<file path="src/snakePkg.sv">
package snakePkg;

	// screen coordinate, one axis
	typedef logic [10:0] coordT;

	// one body segment, x in the upper half
	typedef struct packed
	{
		coordT x;
		coordT y;
	} segmentT;

	typedef logic [7:0] lengthT; // segment count past the head

	// arena walls, touching one ends the game
	parameter coordT xMin = 11'd212;
	parameter coordT xMax = 11'd469;
	parameter coordT yMin = 11'd112;
	parameter coordT yMax = 11'd368;

	// start pose inside the arena
	parameter coordT startX = 11'd240;
	parameter coordT startY = 11'd240;
	parameter lengthT startLength = 8'd20; // body trails in minus x

	// level thresholds
	parameter lengthT levelOneEnd = 8'd27; // eat here jumps to level two
	parameter lengthT levelTwoEnd = 8'd60; // eat here jumps to level three
	parameter lengthT levelTwoStart = 8'd50;
	parameter lengthT levelThreeStart = 8'd85;
	parameter lengthT winLength = 8'd95; // reaching this ends the game as a win

	typedef enum logic [1:0]
	{
		levelOne,
		levelTwo,
		levelThree
	} levelT;

	// codes seen by the colorizer
	typedef enum logic [2:0]
	{
		iconNone = 3'd0, // background, lowest priority
		iconBody = 3'd1
	} iconT;

endpackage

</file>
<file path="src/snakeGrowth.sv">
module snakeGrowth
(
	input logic Clock,
	input logic rstN,
	input logic ctrlOff,
	input logic iconTick,
	input snakePkg::coordT locationX,
	input snakePkg::coordT locationY,
	input snakePkg::coordT foodX,
	input snakePkg::coordT foodY,
	output snakePkg::lengthT snakeLength,
	output logic foodGen
);

	import snakePkg::*;

	levelT level;
	levelT levelNext;
	lengthT lengthNext;
	logic step;
	logic eat;

	assign step = iconTick & ~ctrlOff;
	// head lands on the food on this move
	assign eat = step && ({locationX, locationY} == {foodX, foodY});

	// level FSM, advances only on an eat at the exact threshold
	always_comb
	begin
		levelNext = level;
		lengthNext = snakeLength + 8'd1; // normal growth
		case (level)
			levelOne:
			begin
				if (snakeLength == levelOneEnd)
				begin
					levelNext = levelTwo;
					lengthNext = levelTwoStart; // jump, not +1
				end
			end
			levelTwo:
			begin
				if (snakeLength == levelTwoEnd)
				begin
					levelNext = levelThree;
					lengthNext = levelThreeStart;
				end
			end
			default:
			begin
				levelNext = levelThree; // last level, stays
			end
		endcase
	end

	always_ff @(posedge Clock)
	begin
		if (!rstN)
		begin
			level <= levelOne;
			snakeLength <= startLength;
			foodGen <= 1'b1; // ask for the first food during reset
		end
		else
		begin
			foodGen <= eat; // one cycle request per eat
			if (eat)
			begin
				level <= levelNext;
				snakeLength <= lengthNext;
			end
		end
	end

endmodule

</file>
<file path="config.mk">
export PLATFORM = sky130hd
export DESIGN_NAME = snakeGrowth
export DESIGN_NICKNAME = d
export VERILOG_FILES = /design/src/snakePkg.sv /design/src/snakeGrowth.sv
export SDC_FILE = /design/constraint.sdc
export NUM_CORES = 1
export LEC_CHECK = 0
export BUFFER_PORTS_ARGS = -buffer_cell sky130_fd_sc_hd__clkbuf_2
export CORE_MARGIN = 2
export CORE_UTILIZATION = 32
export CTS_CLUSTER_SIZE = 8
export DETAILED_ROUTE_END_ITERATION = 10
export HOLD_SLACK_MARGIN = 0.02
export PLACE_DENSITY = 0.64
export SYNTH_ARGS = -nofsm -noshare
export SYNTH_HDL_FRONTEND = slang
export SYNTH_SLANG_ARGS = --single-unit
</file>
<file path="constraint.sdc">
create_clock -name Clock -period 2.08 [get_ports Clock]
set_clock_uncertainty 0.05 [all_clocks]
set_input_delay 0 -clock Clock [delete_from_list [all_inputs] [get_ports Clock]]
set_output_delay 0 -clock Clock [all_outputs]
set_load 0.02 [all_outputs]
</file>
==> results.md <==
* Drt total wl at 2570 um
* Most frequent cells in the layout: clkbuf_2 (56), xor2_1 (14), dfxtp_1 (10)
* Core Util, Final at 44.3%
* Synth Area in Simple Gates at 34.1%
* Slew HR at 75.0%
* GRT Total Usage at 15.7%
* Core area at 2980 um2
* Largest incremental delay on the critical path at 0.42 ns
* Gate Count Post-Synth at 119
* Sw Pwr at 128 uW
* Crit Reg-Reg Startpoint: snakeLength[1]
* Yosys warns at 0
* Mapped Nets at 169
* #FFs+latches synth at 11
* Die H at 59.2 um
* RSZ-0062 raised after global routing: no
* Synth Area in Adders at 2.56%
* Total CTS buffers at 3
* Status: completed
* Number of flops mapped to enable cells by yosys at 0
* Clock share of power at 31.0%
* Combinational power share at 24.6%
* Slew @ Worst Pin at 0.374 ns
* Commonest non-fill, non-tap cell in the layout: clkbuf_2
* Critical path startpoint category: register
* CTS root buf: clkbuf_4
* Peak VDD IR at 0.143 mV
* CP dominant cell by count: and3_1
* Buf/Inv on CP at 0
* FF-to-FF setup slack at 0.11 ns
* Main combinational cell family by area after synthesis: simple AND/OR/NAND/NOR gates
* Row count at 20
* Switch share at 26.8%
* Initial antenna violation count at 0
* Compound-Gate Fraction of Synth Area at 17.7%
* Max H-tree Level at 1
* Dominant synthesized flop cell: dfxtp_1
* Pleak at 0.641 nW
* Crit path DAT at 2.08 ns
* Post-synth cell types at 41
* Reg2reg end: snakeLength[7]
* WHS Endpoint: foodGen
* Initial DRT Pass Iterations at 4
* Final Hold Vio Count at 0
* Total power at 477 uW
* Setup tns final at 0 ns
* Remaining antenna violation count at 0
* Internal power at 349 uW
* Final net count at 228
* Final setup fails at 0
* Vias in the first global route at 1,048
* Crit-path cells: ha_2 -> nor2b_1 -> nand4b_1 -> and3_1 -> and3_1 -> a211o_1
* Global route overflow at 0
* Clock sinks at 11
* Family with the most delay on the worst path: simple AND/OR/NAND/NOR gates
* Period utilization at 94.5%
* Largest net degree at the start of global routing at 11
* Post-route DRC at 0
* Clock buffer depth at 2
* Post-layout min period at 1.97 ns
* Routed len/inst at 12.2 um
* Clock-pin slew on the worst setup and hold paths at 0.07 ns
* Register area share after synthesis at 22.6%
* Synth area leader: dfxtp_1
* DRT iter0 DRCs at 88
* Synth Area in XOR/XNOR at 19.7%
* I/O pin cnt at 57
* Critical path class: register to register
* Initial Utilization at 32.8%
* Reg2reg path depth at 6
* CTS tree: built
* Hold path depth at 5
* Mapped cell area at 976 um2
* DR vias/cell at 5.41
* Crit end category: register
* Slew Viols, Final at 0
* Chip Width at 59.2 um
* PD cells at 361 nW/um2
* Min-delay worst type: input port to register
* Final instance area at 1320 um2
* Fillers at 305
* Mux cell area share after synthesis at 0%
* Mean Syn Cell Area at 8.20 um2
* IO Port Bufs at 56
* Worst Path Max Fanout at 6
* Min Hold Slack at 0.183 ns
* Flop pwr share at 44.4%
* Total number of vias at 1,137
* Area Growth Syn to Fin at 35.3%
* Max-cap viol count at 0
* Hold Crit Start: iconTick
* Layout cell share with drive strength beyond 1 at 37.9%
* Dpl cell area at 1280 um2
* First-pass GRT wire length at 4320 um
* Detailed Place HPWL at 2140 um
* Slowest stage cell, crit path: dfxtp_1
* Worst-Skew Late Latency at 0.27 ns
* Max Fclk at 509 MHz
* Top-area cell type share of the netlist area at 22.6%
* Top post-synthesis cells by area: dfxtp_1 (23%), xor2_1 (13%), xnor2_1 (7.2%), a31oi_1 (3.8%), and4_1 (3.6%)
* RePlAce Congestion at 0.849
* Async S/R FF share, synth at 0%
* ANT cells at 0
* Worst Path Required at 2.19 ns
* Die ar. at 3510 um2
==> stage by stage <==
| stage | setup slack, ns | instances |
|---|---|---|
| 2_1_floorplan | 0.163 | 119 |
| 3_3_place_gp | 0.205 | 205 |
| 3_5_place_dp | 0.112 | 205 |
| 4_1_cts | 0.0849 | 210 |
| 5_1_grt | 0.00673 | 210 |
| 6_report | 0.114 | 210 |
==> per-layer routing <==
metal	vias up	part of all wire (%)	track usage [%]
met2	68	48	27.5
met5	-	0	0
met1	496	42	18.9
met4	0	0.51	3.90
met3	5	10	4.37
li1	568	-	-
==> Yosys cell counts (2+ instances only) <==
master / number
xor2_1: 14
dfxtp_1: 11
nand2_1: 8
nor2_1: 8
xnor2_1: 8
a31oi_1: 6
nand3_1: 6
a21oi_1: 5
and3_1: 4
and4_1: 4
inv_1: 4
nand4_1: 3
nor4_1: 3
o21ai_0: 3
a211oi_1: 2
buf_2: 2
ha_1: 2
nand4b_1: 2
o21ai_1: 2
==> final cells by class <==
cell class | count | area, um2 | share of cell area, %
clock buffers | 4 | 26.3 | 1.99
multi-input cells | 101 | 726 | 55.0
flip-flops and latches | 11 | 221 | 16.8
inverters | 4 | 15.0 | 1.14
repair buffers | 57 | 290 | 22.0
well taps | 33 | 41.3 | 3.13
==> power by group through the flow <==
stage	Clock [mW]	Combinational, mW	Sequential [mW]
finish	0.148	0.117	0.212
global route	0.168	0.131	0.212
CTS	0.154	0.119	0.212
detailed placement	0	0.118	0.217
global placement	0	0.114	0.217
floorplan	0	0.0540	0.218
==> worst max-delay path by stage <==
stage                     slack, ns  cells after the start            from             end
after global routing          0.007                      6  snakeLength[1]  snakeLength[7]
after global placement         0.21                      6  snakeLength[0]  snakeLength[7]
after floorplan                0.16                      6  snakeLength[0]  snakeLength[7]
after detailed placement       0.11                      6  snakeLength[0]  snakeLength[7]
final                          0.11                      6  snakeLength[1]  snakeLength[7]
after CTS                      0.08                      6  snakeLength[0]  snakeLength[7]
==> worst min-delay path: cells and delay by family <==
| family | cells | cell delay (ns) |
|---|---|---|
| AOI/OAI and AO/OA | 1 | 0.09 |
| and+or+nand+nor | 3 | 0.28 |
| buffers and inverters | 1 | 0.08 |
==> cells by family (layout without fill, tap and decap cells) <==
group / after synthesis / after routing
compound gates: 26 / 26
buf+inv: 7 / 65
xor+xnor: 22 / 22
fa+ha+maj: 2 / 2
flops: 11 / 11
simple gates: 51 / 51
==> state kept, by name, summed over array words and instances, names as in the netlist <==
signal / count
foodGen: 1
level: 2
snakeLength: 8
==> what timing repair did <==
action	CTS	global route
setup buffers	0	0
endpoints found under the hold margin	2	0
hold buffers	1	0
setup endpoints to repair	0	1
resized for setup	0	2
No activity file was read; power rests on OpenSTA's default activity.
